`config.mk`:
```
export PLATFORM = sky130hd
export DESIGN_NAME = mem_arbiter
export DESIGN_NICKNAME = d
export VERILOG_FILES = /design/src/rtl/lsq_pkg.sv /design/src/rtl/mem_arbiter.sv
export SDC_FILE = /design/constraint.sdc
export NUM_CORES = 1
export LEC_CHECK = 0
export ABC_AREA = 0
export BUFFER_PORTS_ARGS = -buffer_cell sky130_fd_sc_hd__buf_2
export CAP_MARGIN = 20
export CORE_AREA = 2 2 84 86
export CTS_CLUSTER_DIAMETER = 40
export CTS_CLUSTER_SIZE = 14
export DETAILED_ROUTE_END_ITERATION = 8
export DIE_AREA = 0 0 86 88
export GPL_TIMING_DRIVEN = 0
export PLACE_DENSITY = 0.56
export SYNTH_ARGS = -nofsm -noshare
export SYNTH_HDL_FRONTEND = slang
export SYNTH_SLANG_ARGS = --single-unit
export TNS_END_PERCENT = 50
```
`constraint.sdc`:
```
create_clock -name clk -period 0.9 [get_ports clk]
set_input_delay 0.09 -clock clk [delete_from_list [all_inputs] [get_ports clk]]
set_output_delay 0.09 -clock clk [all_outputs]
set_load 0.1 [all_outputs]
```
`src/rtl/lsq_pkg.sv`:
```
`default_nettype none

package lsq_pkg;

    localparam int ID_W     = 4;
    localparam int OFFSET_W = 6;
    localparam int PAGE_W   = 4;
    localparam int DATA_W   = 32;
    localparam int WADDR_W  = PAGE_W + OFFSET_W;
    localparam int HASH_W   = 3;

    // Low offset bits used for the load/store collision check
    typedef logic [HASH_W-1:0] addr_hash_t;

    typedef struct packed {
        logic [ID_W-1:0]     id;
        logic                store;
        logic [OFFSET_W-1:0] offset;
        logic [DATA_W-1:0]   data;
    } lsq_req_t;

    typedef struct packed {
        logic [PAGE_W-1:0] page;
        logic              store;
        logic              discard;
    } lsq_addr_t;

    // Store index field is fixed at 4 bits, store queue depth up to 16
    typedef struct packed {
        logic [ID_W-1:0]     id;
        logic [OFFSET_W-1:0] offset;
        logic                collision;
        logic [3:0]          sq_idx;
    } lq_entry_t;

    typedef struct packed {
        logic [PAGE_W-1:0] page;
        logic              discard;
    } page_entry_t;

    typedef struct packed {
        logic               we;
        logic [WADDR_W-1:0] addr;
        logic [DATA_W-1:0]  data;
        logic [ID_W-1:0]    id;
    } mem_req_t;

    typedef struct packed {
        logic [ID_W-1:0]   id;
        logic [DATA_W-1:0] data;
    } load_resp_t;

endpackage

`default_nettype wire

```
`src/rtl/mem_arbiter.sv`:
```
`timescale 1ns/1ps
`default_nettype none

module mem_arbiter
    import lsq_pkg::*;
(
    input  logic              clk,
    input  logic              rst,
    input  logic              lq_valid,
    input  mem_req_t          lq_mem,
    input  logic              sq_valid,
    input  mem_req_t          sq_mem,
    output logic              lq_grant,
    output logic              sq_grant,
    output mem_req_t          ram_req,
    output logic              ram_en,
    input  logic [DATA_W-1:0] ram_rdata,
    output logic              resp_valid,
    output load_resp_t        resp
);

    logic [ID_W-1:0] resp_id;

    // Loads always win, a store goes only on an idle load side
    assign lq_grant = lq_valid;
    assign sq_grant = sq_valid & ~lq_valid;

    assign ram_req = lq_grant ? lq_mem : sq_mem;
    assign ram_en  = lq_grant | sq_grant;

    always_ff @(posedge clk) begin
        if (rst) begin
            resp_valid <= 1'b0;
        end else begin
            resp_valid <= lq_grant;
        end
    end

    // Id travels alongside the one-cycle RAM read
    always_ff @(posedge clk) begin
        if (lq_grant) begin
            resp_id <= lq_mem.id;
        end
    end

    assign resp = '{id: resp_id, data: ram_rdata};

endmodule

`default_nettype wire

```
==> impl_table.tex <==
\begin{tabular}{lr}
\hline
Metric & Value \\
\hline
\multicolumn{2}{l}{\textbf{Synthesis}} \\
\quad Compound-gate portion of the synthesized area & 0\% \\
\quad Synthesized netlist net count & 224 \\
\quad Post-Synthesis Cell Area & 1220 um\^{}2 \\
\quad Synthesized flop and latch total & 5 \\
\quad Mux share of post-synthesis cell area & 57.9\% \\
\quad Xor/xnor cell area share of the yosys netlist & 0\% \\
\quad Cells after synthesis & 94 \\
\quad Largest family of logic cells by synthesized area & multiplexers \\
\quad Seq/Total Area, Yosys & 11.5\% \\
\quad Yosys warning total & 0 \\
\quad Simple logic cell fraction of the synthesized area & 1.54\% \\
\quad Distinct cell type count of the synthesized netlist & 9 \\
\quad Average cell area after synthesis & 13.0 um\^{}2 \\
\quad Adder and majority gate portion of the synthesized area & 0\% \\
\multicolumn{2}{l}{\textbf{Detailed routing}} \\
\quad DRC violations left & 0 \\
\quad Final wirelength & 4640 um \\
\quad Count of nets left with antenna violations after detail routing & 0 \\
\quad Vias after detailed routing & 1428 \\
\quad Via count normalized by instance count & 3.92 \\
\quad Post-DR wirelength/cell & 12.7 um \\
\quad Drt initial violations & 4 \\
\quad DRT Pass-1 Iters & 2 \\
\multicolumn{2}{l}{\textbf{Timing}} \\
\quad Actual slew at the worst max-slew pin & 492 ps \\
\quad Top achievable clock speed & 0.938 GHz \\
\quad Final worst path period share & 118\% \\
\quad Worst-case headroom to the max-slew limit & 67.4\% \\
\quad Final setup violating endpoints & 48 \\
\quad Count of pins over their slew limit & 0 \\
\quad TNS Setup & -7390 ps \\
\quad Fin. Hold Viols & 0 \\
\quad Final worst-path setup slack & -166 ps \\
\quad Unrepaired setup endpoints after global routing & true \\
\quad Final critical delay including setup and external delays & 1070 ps \\
\quad Post-route worst hold slack & 17.2 ps \\
\multicolumn{2}{l}{\textbf{Setup path}} \\
\quad Number of buffer and inverter instances along the worst setup path & 4 \\
\quad Slowest stage delay, CP & 310 ps \\
\quad Crit Path Category & in -> out \\
\quad Slowest cell on the critical path & sky130\_fd\_sc\_hd\_\_mux2\_4 \\
\quad Largest delay share family, worst path & buffers and inverters \\
\quad Critical path data required time & 810 ps \\
\quad Worst Setup Start Kind & input port \\
\quad CP endpoint kind & output pin \\
\quad Cell chain of the critical path & buf\_12, buf\_12, buf\_12, mux2\_4, buf\_12 \\
\quad Most common cell type on the critical path & sky130\_fd\_sc\_hd\_\_buf\_12 \\
\quad Arrival time of data at the critical path endpoint & 980 ps \\
\quad Maximum net fanout on the critical path & 10 \\
\multicolumn{2}{l}{\textbf{CTS}} \\
\quad Clock buffer count from CTS & 3 \\
\quad Buffer cell driving the clock tree root & sky130\_fd\_sc\_hd\_\_clkbuf\_8 \\
\quad Clk slew on worst S/H paths & 40 ps \\
\quad TritonCTS sink count & 5 \\
\quad TritonCTS clock tree & built \\
\quad Number of buffers on the longest clock path & 2 \\
\quad Number of hold buffers added after cts & 0 \\
\quad CTS H-tree lvls & 1 \\
\multicolumn{2}{l}{\textbf{Die}} \\
\quad Die width & 86 um \\
\quad Floorplan row count & 30 \\
\quad Top-Level Pins & 217 \\
\quad CORE AREA & 6640 um\^{}2 \\
\quad Starting Density & 18.3\% \\
\quad Die Area & 7570 um\^{}2 \\
\quad Die height & 88 um \\
\multicolumn{2}{l}{\textbf{Layout}} \\
\quad Proportion of layout cells with a drive suffix above 1 & 97.9\% \\
\quad Layout Cells excl Fill & 364 \\
\quad NumNets Final & 415 \\
\quad Area overhead of the layout relative to synthesis & 157\% \\
\quad Antenna diode count & 0 \\
\multicolumn{2}{l}{\textbf{Worst hold path}} \\
\quad Hold/Removal Path Class & in -> reg \\
\quad Hold-critical path depth & 2 \\
\quad Endpoint of the worst hold-timing path & resp\_valid \\
\quad Launch instance of the worst min-delay path & rst \\
\multicolumn{2}{l}{\textbf{Power and ir drop}} \\
\quad Largest vdd supply drop & 858 uV \\
\quad Static Leakage & 1.71 nW \\
\quad Power density over the cells & 1390 nW/um\^{}2 \\
\multicolumn{2}{l}{\textbf{Run}} \\
\quad Max-cap check violation count & 0 \\
\multicolumn{2}{l}{\textbf{Global routing}} \\
\quad Global-route total usage across every layer & 11.0\% \\
\quad Number of global-route vias before repair & 1459 \\
\quad Largest net degree at the start of global routing & 11 \\
\quad First-pass GRT wire length & 6570 um \\
\quad GRT Residual Overflow & 0 \\
\quad Number of antenna violations at the first check in global routing & 0 \\
\multicolumn{2}{l}{\textbf{Place}} \\
\quad Final weighted congestion in routability-driven placement & 0.696 \\
\quad Port Buffers & 184 \\
\quad Placed wire-length estimate & 3560 um \\
\quad Cells after DPL & 358 \\
\multicolumn{2}{l}{\textbf{Run status}} \\
\quad Violations in the final reports & setup timing \\
\quad Run status & finished with violations \\
\hline
\end{tabular}
how the worst max path moves through the flow:
stage	start	endpoint	slack (ps)	cells past startpoint
5_1_grt	lq_valid	ram_req[0]	-180	5
6_report	lq_valid	ram_req[20]	-170	5
3_3_place_gp	lq_valid	ram_req[13]	-400	5
4_1_cts	lq_valid	ram_en	-170	5
2_1_floorplan	resp_id[0]	resp[32]	-90	0
3_5_place_dp	lq_valid	ram_req[12]	-400	5
kinds of logic (layout without fill, tap and decap cells):
logic type             after synthesis  in the layout
muxes                               47             47
DFF                                  5              5
and+or+nand+nor                      3              3
buffers and inverters               39            229
power breakdown:
group | switching [W] | internal [W]
combinational | 0.00237 | 0.00130
sequential | 0.00000765 | 0.000270
clock | 0.000112 | 0.000304
through the flow:
step                      setup slack [ps]  instance area, um^2  power, W  utilization, %
final                                 -166                 3130   0.00436            47.1
after global routing                  -184                 3130   0.00447            47.1
after CTS                             -169                 3110   0.00435            46.8
after detailed placement              -403                 2250   0.00323            33.8
after global placement                -398                 2250   0.00322            33.8
after floorplan                      -94.0                 1230   0.00279               -
layout make-up:
type                    count  area [um^2]
repair buffers            186         1740
flip-flops and latches      5          141
multi-input cells          50          734
fillers                   588         3510
well taps                  80          100
clock buffers               4         45.0
plain buffers              39          368
registers in the layout, summed over array words and instances, names as in the netlist:
register	flops
resp_id	4
resp_valid	1
metal layers:
layer / share of wire, % / track usage, %
met2: 59 / 22.2
met3: 11 / 2.54
met5: 0 / 0
met4: 0.65 / 3.46
met1: 29 / 10.9
repair_timing:
action	4_1_cts	5_1_grt
endpoints found under the hold margin	0	0
resized for setup	210	6
endpoints found under the setup margin	54	54
pin swaps	0	1
cloned	1	0
buffers inserted	1	0
cell usage in the layout (no fill, tap or decap), drive strengths merged:
cell	netlist	final
buf	39	225
clkbuf	0	4
dfxtp	1	1
edfxtp	4	4
mux2	47	47
nor2b	2	2
or2	1	1
cell usage after synthesis:
cell type / count / area, um^2
sky130_fd_sc_hd__mux2_4: 47 / 706
sky130_fd_sc_hd__buf_12: 4 / 80.1
sky130_fd_sc_hd__buf_8: 1 / 15.0
sky130_fd_sc_hd__dfxtp_1: 1 / 20.0
sky130_fd_sc_hd__edfxtp_1: 4 / 120
sky130_fd_sc_hd__buf_4: 33 / 248
sky130_fd_sc_hd__nor2b_1: 2 / 12.5
sky130_fd_sc_hd__or2_2: 1 / 6.26
sky130_fd_sc_hd__buf_6: 1 / 11.3
No activity file was read; power rests on OpenSTA's default activity.
