===== config.mk =====
export PLATFORM = sky130hd
export DESIGN_NAME = store_queue
export DESIGN_NICKNAME = d
export VERILOG_FILES = /design/src/rtl/lsq_pkg.sv /design/src/rtl/store_queue.sv
export SDC_FILE = /design/constraint.sdc
export NUM_CORES = 1
export LEC_CHECK = 0
export ABC_CLOCK_PERIOD_IN_PS = 2500
export BUFFER_PORTS_ARGS = -buffer_cell sky130_fd_sc_hd__buf_2
export CAP_MARGIN = 5
export CORE_AREA = 2 2 87 172
export DETAILED_ROUTE_END_ITERATION = 10
export DIE_AREA = 0 0 89 174
export PLACE_DENSITY = 0.78
export SYNTH_ARGS = -nofsm -noshare
export SYNTH_HDL_FRONTEND = slang
export SYNTH_SLANG_ARGS = --single-unit

===== constraint.sdc =====
create_clock -name clk -period 2.5 [get_ports clk]
set_input_delay 0.125 -clock clk [delete_from_list [all_inputs] [get_ports clk]]
set_output_delay 0.125 -clock clk [all_outputs]
set_load 0.05 [all_outputs]

===== src/rtl/lsq_pkg.sv =====
`default_nettype none

package lsq_pkg;

    localparam int ID_W     = 4;
    localparam int OFFSET_W = 6;
    localparam int PAGE_W   = 4;
    localparam int DATA_W   = 32;
    localparam int WADDR_W  = PAGE_W + OFFSET_W;
    localparam int HASH_W   = 3;

    // Low offset bits used for the load/store collision check
    typedef logic [HASH_W-1:0] addr_hash_t;

    typedef struct packed {
        logic [ID_W-1:0]     id;
        logic                store;
        logic [OFFSET_W-1:0] offset;
        logic [DATA_W-1:0]   data;
    } lsq_req_t;

    typedef struct packed {
        logic [PAGE_W-1:0] page;
        logic              store;
        logic              discard;
    } lsq_addr_t;

    // Store index field is fixed at 4 bits, store queue depth up to 16
    typedef struct packed {
        logic [ID_W-1:0]     id;
        logic [OFFSET_W-1:0] offset;
        logic                collision;
        logic [3:0]          sq_idx;
    } lq_entry_t;

    typedef struct packed {
        logic [PAGE_W-1:0] page;
        logic              discard;
    } page_entry_t;

    typedef struct packed {
        logic               we;
        logic [WADDR_W-1:0] addr;
        logic [DATA_W-1:0]  data;
        logic [ID_W-1:0]    id;
    } mem_req_t;

    typedef struct packed {
        logic [ID_W-1:0]   id;
        logic [DATA_W-1:0] data;
    } load_resp_t;

endpackage

`default_nettype wire


===== src/rtl/store_queue.sv =====
`timescale 1ns/1ps
`default_nettype none

module store_queue
    import lsq_pkg::*;
#(
    parameter int DEPTH = 4
) (
    input  logic                     clk,
    input  logic                     rst,
    input  logic                     push,
    input  lsq_req_t                 entry_req,
    input  addr_hash_t               hash,
    input  logic                     addr_push,
    input  page_entry_t              page_in,
    input  logic                     store_retire,
    output logic                     collision,
    output logic [$clog2(DEPTH)-1:0] sq_tail,
    output logic [$clog2(DEPTH)-1:0] sq_oldest,
    input  logic                     grant,
    output mem_req_t                 mem_req,
    output logic                     mem_valid,
    output logic                     credit
);

    localparam int IDX_W = $clog2(DEPTH);

    logic [IDX_W-1:0]    head;
    logic [IDX_W-1:0]    tail;
    logic [IDX_W-1:0]    addr_ptr;
    logic [IDX_W-1:0]    ret_ptr;
    logic [DEPTH-1:0]    busy;
    logic [DEPTH-1:0]    retired;
    logic [DEPTH-1:0]    addr_ok;
    logic [DEPTH-1:0]    discard_q;
    logic [DATA_W-1:0]   data_q   [DEPTH];
    logic [OFFSET_W-1:0] offset_q [DEPTH];
    logic [PAGE_W-1:0]   page_q   [DEPTH];
    addr_hash_t          hash_q   [DEPTH];
    logic                ready;
    logic                drop;
    logic                pop;

    function automatic logic [IDX_W-1:0] next_idx(input logic [IDX_W-1:0] idx);
        if (idx == IDX_W'(DEPTH - 1)) begin
            return '0;
        end
        return idx + 1'b1;
    endfunction

    ////////////////////////////////////////////////////////////
    // Slot state
    always_ff @(posedge clk) begin
        if (rst) begin
            head     <= '0;
            tail     <= '0;
            addr_ptr <= '0;
            ret_ptr  <= '0;
            busy     <= '0;
            retired  <= '0;
            addr_ok  <= '0;
        end else begin
            if (push) begin
                busy[tail]    <= 1'b1;
                retired[tail] <= 1'b0;
                addr_ok[tail] <= 1'b0;
                tail          <= next_idx(tail);
            end
            // Address may land in the slot pushed this same cycle
            if (addr_push) begin
                addr_ok[addr_ptr] <= 1'b1;
                addr_ptr          <= next_idx(addr_ptr);
            end
            if (store_retire) begin
                retired[ret_ptr] <= 1'b1;
                ret_ptr          <= next_idx(ret_ptr);
            end
            if (pop) begin
                busy[head] <= 1'b0;
                head       <= next_idx(head);
            end
        end
    end

    always_ff @(posedge clk) begin
        if (push) begin
            data_q[tail]   <= entry_req.data;
            offset_q[tail] <= entry_req.offset;
            hash_q[tail]   <= hash;
        end
        if (addr_push) begin
            page_q[addr_ptr]    <= page_in.page;
            discard_q[addr_ptr] <= page_in.discard;
        end
    end

    // Any pending store with the same hash flags the incoming load
    always_comb begin
        collision = 1'b0;
        for (int i = 0; i < DEPTH; i++) begin
            if (busy[i] && (hash_q[i] == hash)) begin
                collision = 1'b1;
            end
        end
    end

    assign sq_tail   = tail;
    assign sq_oldest = head;

    ////////////////////////////////////////////////////////////
    // Head offer and drop
    assign ready     = busy[head] & retired[head] & addr_ok[head];
    assign mem_valid = ready & ~discard_q[head];
    assign drop      = ready & discard_q[head];
    assign pop       = grant | drop;
    assign credit    = pop;

    assign mem_req = '{
        we:   1'b1,
        addr: {page_q[head], offset_q[head]},
        data: data_q[head],
        id:   '0
    };

    a_no_overflow: assert property (@(posedge clk) disable iff (rst)
        push |-> !busy[tail]);
    a_retire_pending: assert property (@(posedge clk) disable iff (rst)
        store_retire |-> busy[ret_ptr] && !retired[ret_ptr]);

endmodule

`default_nettype wire


==> results of run 1 <==
==> worst max path at each step <==
stage / from / to / slack [ns] / cells after the start
floorplan: sq_tail[0] / data_q[3][0] / 0.24 / 3
finish: flip-flop / mem_req[7] / 0.25 / 3
global placement: flip-flop / mem_req[33] / 0.74 / 3
detailed placement: flip-flop / mem_req[7] / 0.72 / 3
global route: flip-flop / mem_req[7] / 0.16 / 3
CTS: flip-flop / mem_req[7] / 0.21 / 3
==> state kept, by name (all words and copies together) (netlist names), named ones only <==
register and count:
addr_ptr 2, data_q 128, sq_tail 2, busy 4, hash_q 12, offset_q 24, retired 4, page_q 16
ret_ptr 2, addr_ok 4, sq_oldest 2, discard_q 4
==> metal layers <==
layer	vias up	part of all wire	track usage	wire length (um)
met1	2036	0.36	0.216	5110
met5	-	0	0	0
met4	0	0.022	0.0616	313
met3	17	0.042	0.0285	593
met2	117	0.58	0.351	8150
li1	1835	-	-	-
==> logic make-up (layout without fill, tap and decap cells) <==
kind of cell             after synthesis  count (layout)  synth area share
flip-flops                           206             206             0.758
multiplexers                          53              53             0.135
AND/OR/NAND/NOR                       43              43            0.0262
buffers and inverters                 38             205            0.0216
AO/OA/AOI/OAI                         17              17            0.0200
adder cells (fa/ha/maj)               16              16            0.0254
XOR/XNOR                              12              12            0.0134
other                                  2               5          0.000954
==> per-stage QoR <==
step                      power (mW)  area [sq um]   util  std cells  hold WS [ns]
after floorplan                 4.86          7880      -        390         0.224
after global placement          5.12          8650  0.606        670         0.335
after detailed placement        5.16          8650  0.606        670         0.343
after CTS                       7.96          9710  0.680        749       0.00227
after global routing            8.14          9710  0.680        749        0.0233
final                           7.88          9710  0.680        749        0.0130
==> worst max-delay path, stage by stage, from the launching register on <==
cell and delay (ns):
dfxtp_4 0.59, buf_4 0.27, mux4_2 0.55, buf_2 0.23
==> Yosys cell counts <==
master	number	area (sq um)
nand4_1	5	31.3
nand2_1	5	18.8
a221oi_1	1	8.76
buf_2	5	25.0
dfxtp_1	22	440
nor3_1	1	5.00
xnor2_1	12	105
conb_1	2	7.51
inv_4	1	6.26
and4_1	2	17.5
nand2b_1	2	12.5
and2_1	4	25.0
a22oi_1	4	30.0
and4b_1	1	10.0
a21oi_1	4	20.0
edfxtp_1	184	5530
a41oi_1	1	8.76
nor2_1	23	86.3
buf_1	1	3.75
ha_1	16	200
o21a_1	1	7.51
mux2_2	3	33.8
buf_4	5	37.5
mux2i_1	8	80.1
a22oi_2	1	12.5
inv_1	15	56.3
o221a_4	1	20.0
clkbuf_1	11	41.3
mux4_2	42	946
a211oi_2	4	50.1
==> cell type report <==
class,count,area [sq um]
Multi-Input combinational cell,146,1750
Clock buffer,22,487
Sequential cell,206,5970
Tap cell,192,240
Inverter,16,62.6
Fill cell,978,4560
Timing Repair Buffer,157,1100
Clock inverter,10,106
==> layout by cell type (no fill, tap or decap), types with 5 or more instances in the layout <==
master | synthesis | routed
edfxtp_1 | 184 | 184
buf_2 | 5 | 100
dlygate4sd3_1 | 0 | 47
mux4_2 | 42 | 42
nor2_1 | 23 | 23
dfxtp_1 | 22 | 20
clkbuf_16 | 0 | 19
ha_1 | 16 | 16
xnor2_1 | 12 | 12
inv_1 | 15 | 11
mux2i_1 | 8 | 8
buf_4 | 5 | 6
nand2_1 | 5 | 5
nand4_1 | 5 | 5
conb_1 | 2 | 5
==> power by group <==
group / switching, mW / internal [mW] / leakage, nW
logic: 0.753 / 0.390 / 1.29
clock network: 1.14 / 1.61 / 0.293
registers: 0.0779 / 3.92 / 1.87
==> flow_metrics.env, run 1 <==
export IMPL_status="complete, no violations"
export IMPL_dp_slack_ns=0.718
export IMPL_setup_viol=0
export IMPL_ioPinCount=111
export IMPL_min_to="sq_tail[0]"
export IMPL_syn_to_final_growth_pct=23.3
export IMPL_fmax_mhz=445
export IMPL_grt_max_degree=43
export IMPL_clockBufferDepth=3
export IMPL_rows=62
export IMPL_grt_util_all_layers=0.189
export IMPL_grt_ovfl_total=0
export IMPL_avgViaCountPerCell=5.35
export IMPL_period_share=0.898
export IMPL_crit_type="reg -> out"
export IMPL_setup_ws_ns=0.254
export IMPL_r2r_end="sq_oldest[0]"
export IMPL_ys_seq_area_frac=0.758
export IMPL_min_path_type="in -> reg"
export IMPL_crit_path_max_fanout=18
export IMPL_cts_setup_buffers=0
export IMPL_clk_pin_slew_worst_paths_ns=0.07
export IMPL_min_delay_start="push"
export IMPL_syn_inst=387
export IMPL_reg2reg_from="sq_oldest[0]"
export IMPL_fp_dieW_um=89
export IMPL_period_needed_ns=2.25
export IMPL_layout_drive_gt1_share=0.348
export IMPL_cp_start_kind="flip-flop"
export IMPL_drtIter0Drc=206
export IMPL_grt_pass1_vias=4331
export IMPL_wl_per_cell_um=18.9
export IMPL_avgSynthCellArea_sq_um=20.3
export IMPL_cts_hold_buf=47
export IMPL_synth_cell_area_sq_um=7870
export IMPL_power_leakage_nw=3.45
export IMPL_core_area_sq_um=14300
export IMPL_yosys_warnings=0
export IMPL_start_util=0.552
export IMPL_r2r_cells=4
export IMPL_r2r_setup_slack_ns=0.75
export IMPL_hold_viol=0
export IMPL_cp_end_kind="primary output"
export IMPL_hpwl_um=9290
export IMPL_tns_ns=0
export IMPL_crit_arrival_ns=2.12
export IMPL_drc=0
export IMPL_fin_nets=618
export IMPL_holdPathStages=3
export IMPL_final_max_slew_viol_count=0
export IMPL_ctsResizeCount=0
export IMPL_design_die_area_sq_um=15500
export IMPL_cap_violations=0
export IMPL_cts_tree="yes"
export IMPL_required_ns=2.38
export IMPL_power_density_nw_per_um2=812
export IMPL_wl_um=14200
export IMPL_clock_skew_ns=0.00512
export IMPL_ir_drop_mv=0.605
export IMPL_antenna_cells=0
export IMPL_die_y_um=174
export IMPL_clock_root_buffer="clkbuf_16"
export IMPL_ant_nets=0
export IMPL_firstDrtPassIters=4
export IMPL_cts_sinks=206
export IMPL_port_buffers=100
export IMPL_rsz0062_at_grt="no"
export IMPL_synth_cell_type_count=30
export IMPL_htree_levels=1
export IMPL_grt_pass1_wl_um=22200
export IMPL_gp_congestion=0.820
export IMPL_cts_buffers=18
export IMPL_antenna_found_initial=0
export IMPL_ys_seq_elements=206
export IMPL_via_count=4005
export IMPL_clock_latency_ns=0.47
Power figures use the tool's default switching activity.
==> inputs of run 2 (changes only) <==
- CORE_AREA: 2 2 87 172 -> 2 2 93 185
- DIE_AREA: 0 0 89 174 -> 0 0 95 187
- PLACE_DENSITY: 0.78 -> 0.69
==> run 2 against run 1 <==
  * Clock-buffer cell count grew 2
  * Critical path type unchanged
  * Power shrank 2.2%
  * Largest power group unchanged
  * Die area grew 15%
  * Hold slack gained 0.053 ns
  * Maximum frequency grew 3.8%
  * Utilization shrank 9.3 points
  * Clock skew grew 0.0055 ns
  * Flip-flop and latch count is the same
  * Sequential share of layout area grew 0.063 points
==> flow_metrics.env, run 2 (synthesis results as in run 1) <==
export IMPL_status="complete, no violations"
export IMPL_via_count=3880
export IMPL_avgViaCountPerCell=5.07
export IMPL_required_ns=2.38
export IMPL_cp_end_kind="primary output"
export IMPL_ioPinCount=111
export IMPL_layout_commonest_cell="edfxtp_1"
export IMPL_period_needed_ns=2.16
export IMPL_grt_pass1_wl_um=20900
export IMPL_clock_root_buffer="clkbuf_16"
export IMPL_min_path_type="in -> reg"
export IMPL_fmax_mhz=462
export IMPL_gp_congestion=0.728
export IMPL_firstDrtPassIters=4
export IMPL_grt_pass1_vias=4164
export IMPL_port_buffers=100
export IMPL_reg_largest_list="data_q (128), offset_q (24), page_q (16)"
export IMPL_clk_pin_slew_worst_paths_ns=0.06
export IMPL_cap_violations=0
export IMPL_period_share=0.865
export IMPL_n_fill_cell=1238
export IMPL_clock_skew_ns=0.0107
export IMPL_start_util=0.477
export IMPL_design_die_area_sq_um=17800
export IMPL_clockBufferDepth=3
export IMPL_cts_tree="yes"
export IMPL_cts_buffers=18
export IMPL_grt_ovfl_total=0
export IMPL_cts_sinks=206
export IMPL_wl_per_cell_um=17.2
export IMPL_antenna_cells=0
export IMPL_antenna_found_initial=0
export IMPL_grt_max_degree=29
export IMPL_ant_nets=0
export IMPL_top_register="data_q"
export IMPL_fp_dieW_um=95
export IMPL_tns_ns=0
export IMPL_core_area_sq_um=16500
export IMPL_critPathSlowestCell="mux4_2"
export IMPL_setup_viol=0
export IMPL_rows=67
export IMPL_path_buf_inv=2
export IMPL_holdWs_ns=0.0664
export IMPL_syn_to_final_growth_pct=23.2
export IMPL_hpwl_um=8490
export IMPL_clock_latency_ns=0.48
export IMPL_drc=0
export IMPL_largest_register_ffs=128
export IMPL_ir_drop_mv=0.661
export IMPL_grt_util_all_layers=0.153
export IMPL_layout_common_cells="184 x edfxtp_1, 100 x buf_2, 49 x dlygate4sd3_1"
export IMPL_htree_levels=1
export IMPL_power_leakage_nw=3.43
export IMPL_power_density_nw_per_um2=794
export IMPL_crit_path_max_fanout=12
export IMPL_ctsResizeCount=0
export IMPL_cp_start_kind="flip-flop"
export IMPL_path_cells="buf_4 > mux4_2 > buf_2"
export IMPL_fin_nets=620
export IMPL_rsz0062_at_grt="no"
export IMPL_r2r_setup_slack_ns=0.79
export IMPL_path_delay_family="multiplexers"
export IMPL_die_y_um=187
export IMPL_wl_um=13100
export IMPL_drtIter0Drc=164
export IMPL_layout_drive_gt1_share=0.342
export IMPL_slowest_delay_ns=0.54
export IMPL_crit_type="reg -> out"
export IMPL_crit_arrival_ns=2.04
export IMPL_final_max_slew_viol_count=0
export IMPL_hold_viol=0
-- run 2: worst reg2reg max path, stage by stage (launching register included) --
cell and delay (ns):
dfxtp_1 0.51, inv_1 0.15, a41oi_1 0.29, o221a_4 0.31
mux2_2 0.34
-- run 2: path summary, 6_finish.rpt --
kind	start	endpoint	depth (start not counted)
hold reg to reg	addr_ok[0]	addr_ok[0]	2
hold / removal	rst	sq_tail[0]	2
setup / recovery	flip-flop	mem_req[30]	3
setup reg to reg	sq_oldest[0]	flip-flop	4
-- run 2: area by class of cell --
class,count,area [sq um],share of cell area
Clock buffer,24,494,0.0509
Tap cell,207,259,0.0267
Multi-Input combinational cell,146,1750,0.180
Inverter,16,62.6,0.00645
Clock inverter,8,62.6,0.00645
Timing Repair Buffer,159,1100,0.114
Sequential cell,206,5970,0.616
-- run 2: repair_timing --
action / CTS / global route
hold endpoints to repair: 189 / 0
hold buffers: 49 / 0
setup buffers: 0 / 0
-- run 2: layer usage --
layer | routed length [um] | vias to the layer above | GRT usage
met5 | 0 | - | 0
met1 | 5160 | 1925 | 0.189
met2 | 7100 | 104 | 0.273
met4 | 242 | 0 | 0.0479
met3 | 633 | 17 | 0.0218
li1 | - | 1834 | -
-- run 2: per-stage QoR --
step                      worst slack (ns)   util  instances  instance area, sq um  total power, mW
after detailed placement             0.776  0.524        685                  8650             5.15
final                                0.337  0.587        766                  9700             7.70
after CTS                            0.268  0.587        766                  9700             7.81
after global placement               0.769  0.524        685                  8650             5.13
after floorplan                      0.240      -        390                  7880             4.86
after global routing                 0.202  0.587        766                  9700             8.01
-- run 2: power breakdown --
group / internal (mW) / switching, mW / total [mW]
registers: 3.92 / 0.0733 / 3.99
logic: 0.387 / 0.736 / 1.12
clock network: 1.50 / 1.10 / 2.59
