===== src/rtl/lsq_pkg.sv =====
`default_nettype none

package lsq_pkg;

    localparam int ID_W     = 4;
    localparam int OFFSET_W = 6;
    localparam int PAGE_W   = 4;
    localparam int DATA_W   = 32;
    localparam int WADDR_W  = PAGE_W + OFFSET_W;
    localparam int HASH_W   = 3;

    // Low offset bits used for the load/store collision check
    typedef logic [HASH_W-1:0] addr_hash_t;

    typedef struct packed {
        logic [ID_W-1:0]     id;
        logic                store;
        logic [OFFSET_W-1:0] offset;
        logic [DATA_W-1:0]   data;
    } lsq_req_t;

    typedef struct packed {
        logic [PAGE_W-1:0] page;
        logic              store;
        logic              discard;
    } lsq_addr_t;

    // Store index field is fixed at 4 bits, store queue depth up to 16
    typedef struct packed {
        logic [ID_W-1:0]     id;
        logic [OFFSET_W-1:0] offset;
        logic                collision;
        logic [3:0]          sq_idx;
    } lq_entry_t;

    typedef struct packed {
        logic [PAGE_W-1:0] page;
        logic              discard;
    } page_entry_t;

    typedef struct packed {
        logic               we;
        logic [WADDR_W-1:0] addr;
        logic [DATA_W-1:0]  data;
        logic [ID_W-1:0]    id;
    } mem_req_t;

    typedef struct packed {
        logic [ID_W-1:0]   id;
        logic [DATA_W-1:0] data;
    } load_resp_t;

endpackage

`default_nettype wire


===== src/rtl/lsq_fifo.sv =====
`timescale 1ns/1ps
`default_nettype none

module lsq_fifo #(
    parameter type DATA_TYPE = logic,
    parameter int  DEPTH     = 4
) (
    input  logic     clk,
    input  logic     rst,
    input  logic     push,
    input  logic     pop,
    input  DATA_TYPE data_in,
    output DATA_TYPE data_out,
    output logic     valid,
    output logic     full
);

    localparam int PTR_W = (DEPTH > 1) ? $clog2(DEPTH) : 1;
    localparam int CNT_W = $clog2(DEPTH + 1);

    DATA_TYPE         mem [DEPTH];
    logic [PTR_W-1:0] rd_ptr;
    logic [PTR_W-1:0] wr_ptr;
    logic [CNT_W-1:0] count;

    function automatic logic [PTR_W-1:0] next_ptr(input logic [PTR_W-1:0] ptr);
        if (ptr == PTR_W'(DEPTH - 1)) begin
            return '0;
        end
        return ptr + 1'b1;
    endfunction

    always_ff @(posedge clk) begin
        if (rst) begin
            rd_ptr <= '0;
            wr_ptr <= '0;
            count  <= '0;
        end else begin
            if (push) wr_ptr <= next_ptr(wr_ptr);
            if (pop) rd_ptr <= next_ptr(rd_ptr);
            case ({push, pop})
                2'b10:   count <= count + 1'b1;
                2'b01:   count <= count - 1'b1;
                default: ;
            endcase
        end
    end

    always_ff @(posedge clk) begin
        if (push) begin
            mem[wr_ptr] <= data_in;
        end
    end

    // Head is read straight from the array
    assign data_out = mem[rd_ptr];
    assign valid    = (count != '0);
    assign full     = (count == CNT_W'(DEPTH));

    ////////////////////////////////////////////////////////////
    // Assertions
    a_no_overflow: assert property (@(posedge clk) disable iff (rst)
        push |-> !full);
    a_no_underflow: assert property (@(posedge clk) disable iff (rst)
        pop |-> valid);

endmodule

`default_nettype wire


===== src/rtl/load_queue.sv =====
`timescale 1ns/1ps
`default_nettype none

module load_queue
    import lsq_pkg::*;
#(
    parameter int DEPTH    = 8,
    parameter int SQ_DEPTH = 4
) (
    input  logic                        clk,
    input  logic                        rst,
    input  logic                        push,
    input  lsq_req_t                    entry_req,
    input  logic                        addr_push,
    input  page_entry_t                 page_in,
    input  logic                        collision,
    input  logic [$clog2(SQ_DEPTH)-1:0] sq_tail,
    input  logic [$clog2(SQ_DEPTH)-1:0] sq_oldest,
    input  logic                        grant,
    output mem_req_t                    mem_req,
    output logic                        mem_valid,
    output logic                        credit
);

    localparam int SQ_IDX_W = $clog2(SQ_DEPTH);

    lq_entry_t   entry_in;
    lq_entry_t   head;
    page_entry_t head_page;
    logic        entry_valid;
    logic        page_valid;
    logic        addr_ok;
    logic        blocked;
    logic        discard;
    logic        pop;

    // Record the collision and the store tail at enqueue
    assign entry_in = '{
        id:        entry_req.id,
        offset:    entry_req.offset,
        collision: collision,
        sq_idx:    4'(sq_tail)
    };

    lsq_fifo #(.DATA_TYPE(lq_entry_t), .DEPTH(DEPTH)) entry_fifo_i (
        .clk      (clk),
        .rst      (rst),
        .push     (push),
        .pop      (pop),
        .data_in  (entry_in),
        .data_out (head),
        .valid    (entry_valid),
        .full     ()
    );

    lsq_fifo #(.DATA_TYPE(page_entry_t), .DEPTH(DEPTH)) page_fifo_i (
        .clk      (clk),
        .rst      (rst),
        .push     (addr_push),
        .pop      (pop),
        .data_in  (page_in),
        .data_out (head_page),
        .valid    (page_valid),
        .full     ()
    );

    ////////////////////////////////////////////////////////////
    // Head control
    assign addr_ok = entry_valid & page_valid;
    // Colliding load waits until its older stores have drained
    assign blocked = head.collision & (head.sq_idx[SQ_IDX_W-1:0] != sq_oldest);
    assign discard = addr_ok & head_page.discard;

    assign mem_valid = addr_ok & ~head_page.discard & ~blocked;
    assign pop       = grant | discard;
    assign credit    = pop;

    assign mem_req = '{
        we:   1'b0,
        addr: {head_page.page, head.offset},
        data: '0,
        id:   head.id
    };

endmodule

`default_nettype wire


===== config.mk =====
export PLATFORM = sky130hd
export DESIGN_NAME = load_queue
export DESIGN_NICKNAME = d
export VERILOG_FILES = /design/src/rtl/lsq_pkg.sv /design/src/rtl/lsq_fifo.sv /design/src/rtl/load_queue.sv
export SDC_FILE = /design/constraint.sdc
export NUM_CORES = 1
export LEC_CHECK = 0
export BUFFER_PORTS_ARGS = -buffer_cell sky130_fd_sc_hd__buf_4
export CAP_MARGIN = 40
export CORE_MARGIN = 2
export CORE_UTILIZATION = 60
export CTS_BUF_LIST = sky130_fd_sc_hd__clkbuf_4 sky130_fd_sc_hd__clkbuf_8
export DETAILED_ROUTE_END_ITERATION = 10
export PLACE_DENSITY = 0.84
export SYNTH_ARGS = -nofsm -noshare
export SYNTH_HDL_FRONTEND = slang
export SYNTH_SLANG_ARGS = --single-unit
export TNS_END_PERCENT = 10

===== constraint.sdc =====
create_clock -name clk -period 5.96 [get_ports clk]
set_clock_uncertainty 0.05 [all_clocks]
set_input_delay 1.192 -clock clk [delete_from_list [all_inputs] [get_ports clk]]
set_output_delay 1.192 -clock clk [all_outputs]
set_load 0.01 [all_outputs]

==> flow_summary.ini, run 1 <==
[timing]
rsz0062_at_grt = no
timing.slew.headroom = 0.4311
hold_viol = 0
period_share = 0.6405
max_freq_mhz = 262.0
tns_ns = 0
min_period_ns = 3.817
setup_viol = 0
tightest_slew_ns = 0.8468
slew_violations = 0

[pwr]
power_switching_share = 0.2547
pwr-share-seq = 0.515
peakVddDrop_v = 0.0003042
clock_power_share = 0.302
p_switching_mw = 0.6987
p_int_mw = 2.045
power.static_leakage_nw = 2.759
p_comb_frac = 0.182
finalPower_mw = 2.744
power.density_nw_per_um2 = 352.4

[logic_synthesis]
synthSimpleGateAreaFrac = 0.04652
synth_most_common_cell = edfxtp_1
ys_seq_elements = 170
synthesis.area_sq_um = 6993
async_reset_ff_frac = 0
synth_top_area_frac = 0.6184
synth_mux_area_frac = 0.1596
synth_area_leader_cell = edfxtp_1
seq_area_frac_synth = 0.6928
yosysWarnings = 0
synth_top_family_by_area = multiplexers
synth_compound_area_frac = 0.01610
avgSynthCellArea_sq_um = 17.61
synth-edff-count = 144
ys.flop_type = edfxtp_1
synthTopCellsByArea = edfxtp_1, mux4_2, dfxtp_1, buf_4, mux4_1
synth_xor_area_frac = 0.01252
synthTopCellsByCount = edfxtp_1, buf_4, nor2_1
syn_inst = 397
synth_cell_types = 31
synthAdderAreaFrac = 0.02505

[status]
outcome = complete, no violations

[cts]
postCtsSetupBuffers = 0
htreeDepth = 4
cts-buffers-inserted = 17
ctsHoldBuffers = 0
root_buffer = clkbuf_8
cts_resized = 0
clockBufferDepth = 2
clock_latency_ns = 0.45
cts_tree = done
clk_pin_slew_ns = 0.08
cts.sinks = 170

[drt]
routed_wl_um = 11330
drcViolationCount = 0
avgRoutedWirePerCell_um = 18.61
vias_per_cell = 5.553
ant_nets = 0
drtPass1Iterations = 4
vias = 3382
drtIter0Drc = 273

[placed_design]
dpl.hpwl_um = 7355
gp_congestion = 0.7644
io_buffers = 40
place_area_sq_um = 7370

[floorplanning]
die_w_um = 112.0
dieHeight_um = 112.0
core-area_sq_um = 11420
dieArea_sq_um = 12530
num_rows = 39
initial_utilization = 0.6124
io_pins = 107

[worst_setup_path]
endpoint_kind = output port
criticalPathCategory = flip-flop to output port
start_kind = flip-flop
cp_max_fo = 12
crit_slowest_cell = dfxtp_1
path_cells = mux2i_1, mux4_2, o31a_1, inv_1, buf_4
max_stage_delay_ns = 0.68
worstPathArrival_ns = 2.58
crit_required_ns = 4.72

[final_layout]
final_area_sq_um = 7786
fin_util = 0.6819
layout-drive-gt1-share = 0.2725
n_antenna_cell = 0
layout.nets = 525
area_growth_syn_to_layout_pct = 11.34
fill_cells = 776

[global_route]
grt-ovfl-total = 0
antenna_found_initial = 0
grt_pass1_wl_um = 17870
grt_use_total = 0.1948
grt_pass1_vias = 3423
grt_start_max_net_pins = 27

[worst_hold_path]
hold_path.class = flip-flop to flip-flop

[flow_run]
maxCapViolations = 0
[worst paths after layout]
check | from | to | slack (ns) | cells after the start
worst max-delay path | flip-flop | credit | 2.14 | 5
worst min-delay path | page_fifo_i.rd_ptr[1] | page_fifo_i.rd_ptr[1] | 0.45 | 2
worst max register to register | flip-flop | entry_fifo_i.count[2] | 2.61 | 11
worst min register to register | page_fifo_i.rd_ptr[1] | page_fifo_i.rd_ptr[1] | 0.45 | 2
[worst max-delay path, delay by kind of cell (launching register included)]
kind / cells / cell delay [ns]
buffers and inverters: 2 / 0.36
DFF: 1 / 0.68
muxes: 2 / 0.69
AOI/OAI and AO/OA: 1 / 0.39
[metrics by stage]
step           hold slack (ns)  worst slack [ns]  std cells
4_1_cts                 0.4562             1.989        609
3_3_place_gp            0.4159             2.527        576
5_1_grt                 0.4712             1.905        609
3_5_place_dp            0.4401             2.496        577
6_report                0.4520             2.143        609
2_1_floorplan           0.4011             2.754        429
[cell families (layout without fill, tap and decap cells)]
logic type,after synthesis,count (layout)
compound gates,21,21
xor+xnor,10,10
fa+ha+maj,14,14
buf+inv,50,87
flops,170,170
mux,63,63
other cells,1,33
simple gates,68,68
[sequential cells by signal, summed over array words and instances (netlist names), named ones only]
| name | cells |
|---|---|
| page_fifo_i.count | 4 |
| entry_fifo_i.rd_ptr | 3 |
| entry_fifo_i.wr_ptr | 3 |
| entry_fifo_i.mem | 104 |
| page_fifo_i.rd_ptr | 3 |
| entry_fifo_i.count | 4 |
| page_fifo_i.wr_ptr | 3 |
| page_fifo_i.mem | 40 |
[power by group through the flow]
stage,registers (mW),logic [mW],clock network (mW)
floorplan,1.41,0.400,0
global placement,1.44,0.486,0
detailed placement,1.44,0.507,0
CTS,1.42,0.510,0.846
global route,1.43,0.553,0.895
finish,1.41,0.500,0.829
[metal layers]
layer | share of wire | global-route usage | vias to the layer above
met5 | 0 | 0 | -
met4 | 0.020 | 0.07967 | 0
met3 | 0.040 | 0.05063 | 22
met2 | 0.54 | 0.3382 | 84
met1 | 0.40 | 0.2342 | 1696
li1 | - | - | 1580
[cell usage in the layout (no fill, tap or decap), types with 3 or more instances in the layout]
cell type,netlist,final
inv_6,0,3
ha_1,14,14
mux2_2,14,14
mux4_1,8,8
mux4_2,27,27
clkinvlp_4,0,5
nand2_1,10,10
conb_1,1,33
buf_4,33,50
xor2_1,8,8
or3_1,4,4
a21oi_1,13,13
clkbuf_8,0,17
bufinv_16,0,3
dfxtp_1,26,26
nor2_1,33,33
edfxtp_1,144,144
nand2b_1,6,6
o21ai_0,6,6
mux2i_1,14,14
inv_1,4,4
[layout make-up]
type | instances | area (sq um) | share of cell area
sequential | 170 | 4845 | 0.6222
multi-input combinational | 209 | 1951 | 0.2505
timing repair buffer | 51 | 380.4 | 0.04885
clock buffer | 19 | 249.0 | 0.03198
tap | 143 | 178.9 | 0.02298
clock inverter | 13 | 167.7 | 0.02153
inverter | 4 | 15.01 | 0.001928
No activity file was read; power rests on OpenSTA's default activity.
==> run 2, diff against run 1 <==
- ABC_AREA: default -> 1
- CORE_UTILIZATION: 60 -> 53
- PLACE_DENSITY: 0.84 -> 0.78
- clock period: 5.96 -> 3.2 ns (I/O delays scaled with it)
==> run 2 against run 1 <==
  * Clock-buffer cell count fell by 2
  * Combinational power rose to 4.1 times the previous value
  * Die area rose by 17%
  * Critical endpoint is now mem_valid
  * First-iteration DRC count rose by 47%
  * Non-clock buffer count rose by 4
  * Wire length rose by 28%
  * Total power rose by 130%
  * Synthesized cell count rose by 65%
  * Largest cell class unchanged
  * Utilization fell by 7.9 points
==> flow_summary.ini, run 2 <==
[status]
outcome = complete, no violations

[worst_setup_path]
cp_max_fo = 52
worst_path_most_repeated_cell = nand2_1
worstPathArrival_ns = 2.19
start_kind = flip-flop
crit_slowest_cell = buf_4
max_stage_delay_ns = 0.46
path_depth = 10
endpoint_kind = output port
timing.reg2reg.setup_slack_ns = 0.34
cp_num_buf_inv = 2
reg2reg_to = page_fifo_i.count[2]
crit_family = buffers and inverters
ff2ff_path_depth = 14
crit_required_ns = 2.51
crit_end = mem_valid
criticalPathCategory = flip-flop to output port
path_cells = buf_4, nand2_1, nand3_1, nand3_1, nand2_1, nand2_1, nand2_1, nand2_1, a21oi_1, buf_4

[final_layout]
multiInputGateArea_sq_um = 1967
top_register = entry_fifo_i.mem
layout_commonest_cell = edfxtp_1
layout.nets = 775
largestRegisters = entry_fifo_i.mem: 104 flops, page_fifo_i.mem: 40 flops
final_cell_mix = edfxtp_1, nand2_1, nor2_1
ff_latch_area_sq_um = 4845
fin_util = 0.6029
layout-drive-gt1-share = 0.1261
fill_cells = 1051
finalNonFillerCells = 890
n_antenna_cell = 0
largest_reg_flops = 104
area_growth_syn_to_layout_pct = 10.51

[global_route]
grt_start_max_net_pins = 53
grt-ovfl-total = 0
antenna_found_initial = 0
top_usage_layer = met2
grtUsageMet3 = 0.05263
grt_use_total = 0.2098
grt_pass1_wl_um = 23160
grt_util_met1 = 0.2489
grt_pass1_vias = 4772
use_met2 = 0.3694

[logic_synthesis]
async_reset_ff_frac = 0
synthTopCellsByArea = edfxtp_1, dfxtp_1, nand2_1, nor2_1, o21ai_0
syn_inst = 656
ys_seq_elements = 170
synth_area_leader_cell = edfxtp_1
synthTopCellsByCount = edfxtp_1, nand2_1, nor2_1
ys.flop_type = edfxtp_1
avgSynthCellArea_sq_um = 11.06
yosysWarnings = 0
synth_most_common_cell = edfxtp_1
seq_area_frac_synth = 0.6679
synth_cell_types = 26
synth_top_area_frac = 0.5962
synth-edff-count = 144
synthesis.area_sq_um = 7253

[pwr]
peakVddDrop_v = 0.0004266
power_switching_share = 0.3466
power.density_nw_per_um2 = 779.7
clock_power_share = 0.247
pwr-share-seq = 0.428
p_comb_frac = 0.325
p_switching_mw = 2.166
p_int_mw = 4.083
power.static_leakage_nw = 3.123

[drt]
drtPass1Iterations = 5
drcViolationCount = 0
avgRoutedWirePerCell_um = 16.25
vias_per_cell = 5.362
vias = 4772
drtIter0Drc = 401
ant_nets = 0
routed_wl_um = 14460

[cts]
clock_latency_ns = 0.45
cts_resized = 0
root_buffer = clkbuf_8
postCtsSetupBuffers = 0
cts-buffers-inserted = 17
cts.sinks = 170
clk_pin_slew_ns = 0.09
cts_tree = done
ctsHoldBuffers = 0
clockBufferDepth = 2
htreeDepth = 4

[floorplanning]
dieArea_sq_um = 14640
die_w_um = 121.0
core-area_sq_um = 13300
initial_utilization = 0.5455
dieHeight_um = 121.0
io_pins = 107
num_rows = 42

[flow_run]
maxCapViolations = 0

[worst_hold_path]
hold_path.class = input port to flip-flop

[timing]
rsz0062_at_grt = no
timing.slew.headroom = 0.5836
period_share = 0.9002
hold_viol = 0
tightest_slew_ns = 0.6224
setup_viol = 0
max_freq_mhz = 347.1
min_period_ns = 2.881
tns_ns = 0
slew_violations = 0

[placed_design]
io_buffers = 40
gp_congestion = 0.8192
dp_cells = 860
dpl.hpwl_um = 9027
-- run 2: how the worst min path moves through the flow --
stage / from / end / slack [ns] / cells past startpoint
detailed placement: page_fifo_i.wr_ptr[0] / page_fifo_i.wr_ptr[0] / 0.45 / 2
global placement: page_fifo_i.wr_ptr[0] / page_fifo_i.wr_ptr[0] / 0.42 / 2
floorplan: page_fifo_i.wr_ptr[0] / page_fifo_i.wr_ptr[0] / 0.41 / 2
global route: rst / entry_fifo_i.wr_ptr[1] / 0.32 / 2
CTS: rst / entry_fifo_i.wr_ptr[1] / 0.32 / 2
finish: rst / page_fifo_i.wr_ptr[1] / 0.34 / 2
-- run 2: cells by family (layout without fill, tap and decap cells) --
| logic type | after synthesis | after routing | share of synthesized area |
|---|---|---|---|
| DFF | 170 | 170 | 0.6679 |
| buffers and inverters | 103 | 129 | 0.07745 |
| AOI/OAI and AO/OA | 122 | 122 | 0.09039 |
| other | 1 | 33 | 0.0005170 |
| and+or+nand+nor | 240 | 240 | 0.1323 |
| adders and majority gates | 14 | 14 | 0.02415 |
| xor gates and xnor gates | 6 | 6 | 0.007245 |
-- run 2: stage by stage --
stage	hold WS [ns]	power, mW	setup slack, ns	cell area (sq um)
floorplan	0.4129	4.127	0.9077	7373
global placement	0.4243	4.624	0.5774	7612
detailed placement	0.4458	4.749	0.3641	7612
CTS	0.3179	6.278	0.2608	8015
global route	0.3182	6.624	0.02060	8015
finish	0.3375	6.249	0.3193	8015
-- run 2: layer usage --
layer  wire [um]  vias to the layer above
met5           0                        -
met4         291                        0
met3        1021                       23
met2        7386                      189
met1        5759                     2271
li1            -                     2289
-- run 2: power groups by stage --
stage | Clock [mW] | Combinational [mW] | Sequential, mW
after floorplan | 0 | 1.44 | 2.69
after global placement | 0 | 1.91 | 2.71
after detailed placement | 0 | 2.02 | 2.72
after CTS | 1.57 | 2.03 | 2.67
after global routing | 1.65 | 2.29 | 2.69
final | 1.54 | 2.03 | 2.67
-- run 2: layout make-up --
cell class,count,area share
timing repair buffer,55,0.05151
tap,176,0.02747
sequential,170,0.6044
clock inverter,13,0.02107
inverter,44,0.02092
multi-input combinational,415,0.2454
clock buffer,17,0.02919
-- run 2: worst reg2reg max path, stage by stage, from the launching register on --
cell,delay [ns]
dfxtp_1,0.32
inv_1,0.35
nand2_1,0.10
nand2_1,0.08
nand2_1,0.05
nand3_1,0.12
nand3_2,0.27
nand2_1,0.29
ha_1,0.27
xor2_1,0.28
ha_1,0.21
a21oi_1,0.05
xnor2_1,0.13
o21ai_0,0.16
inv_1,0.05
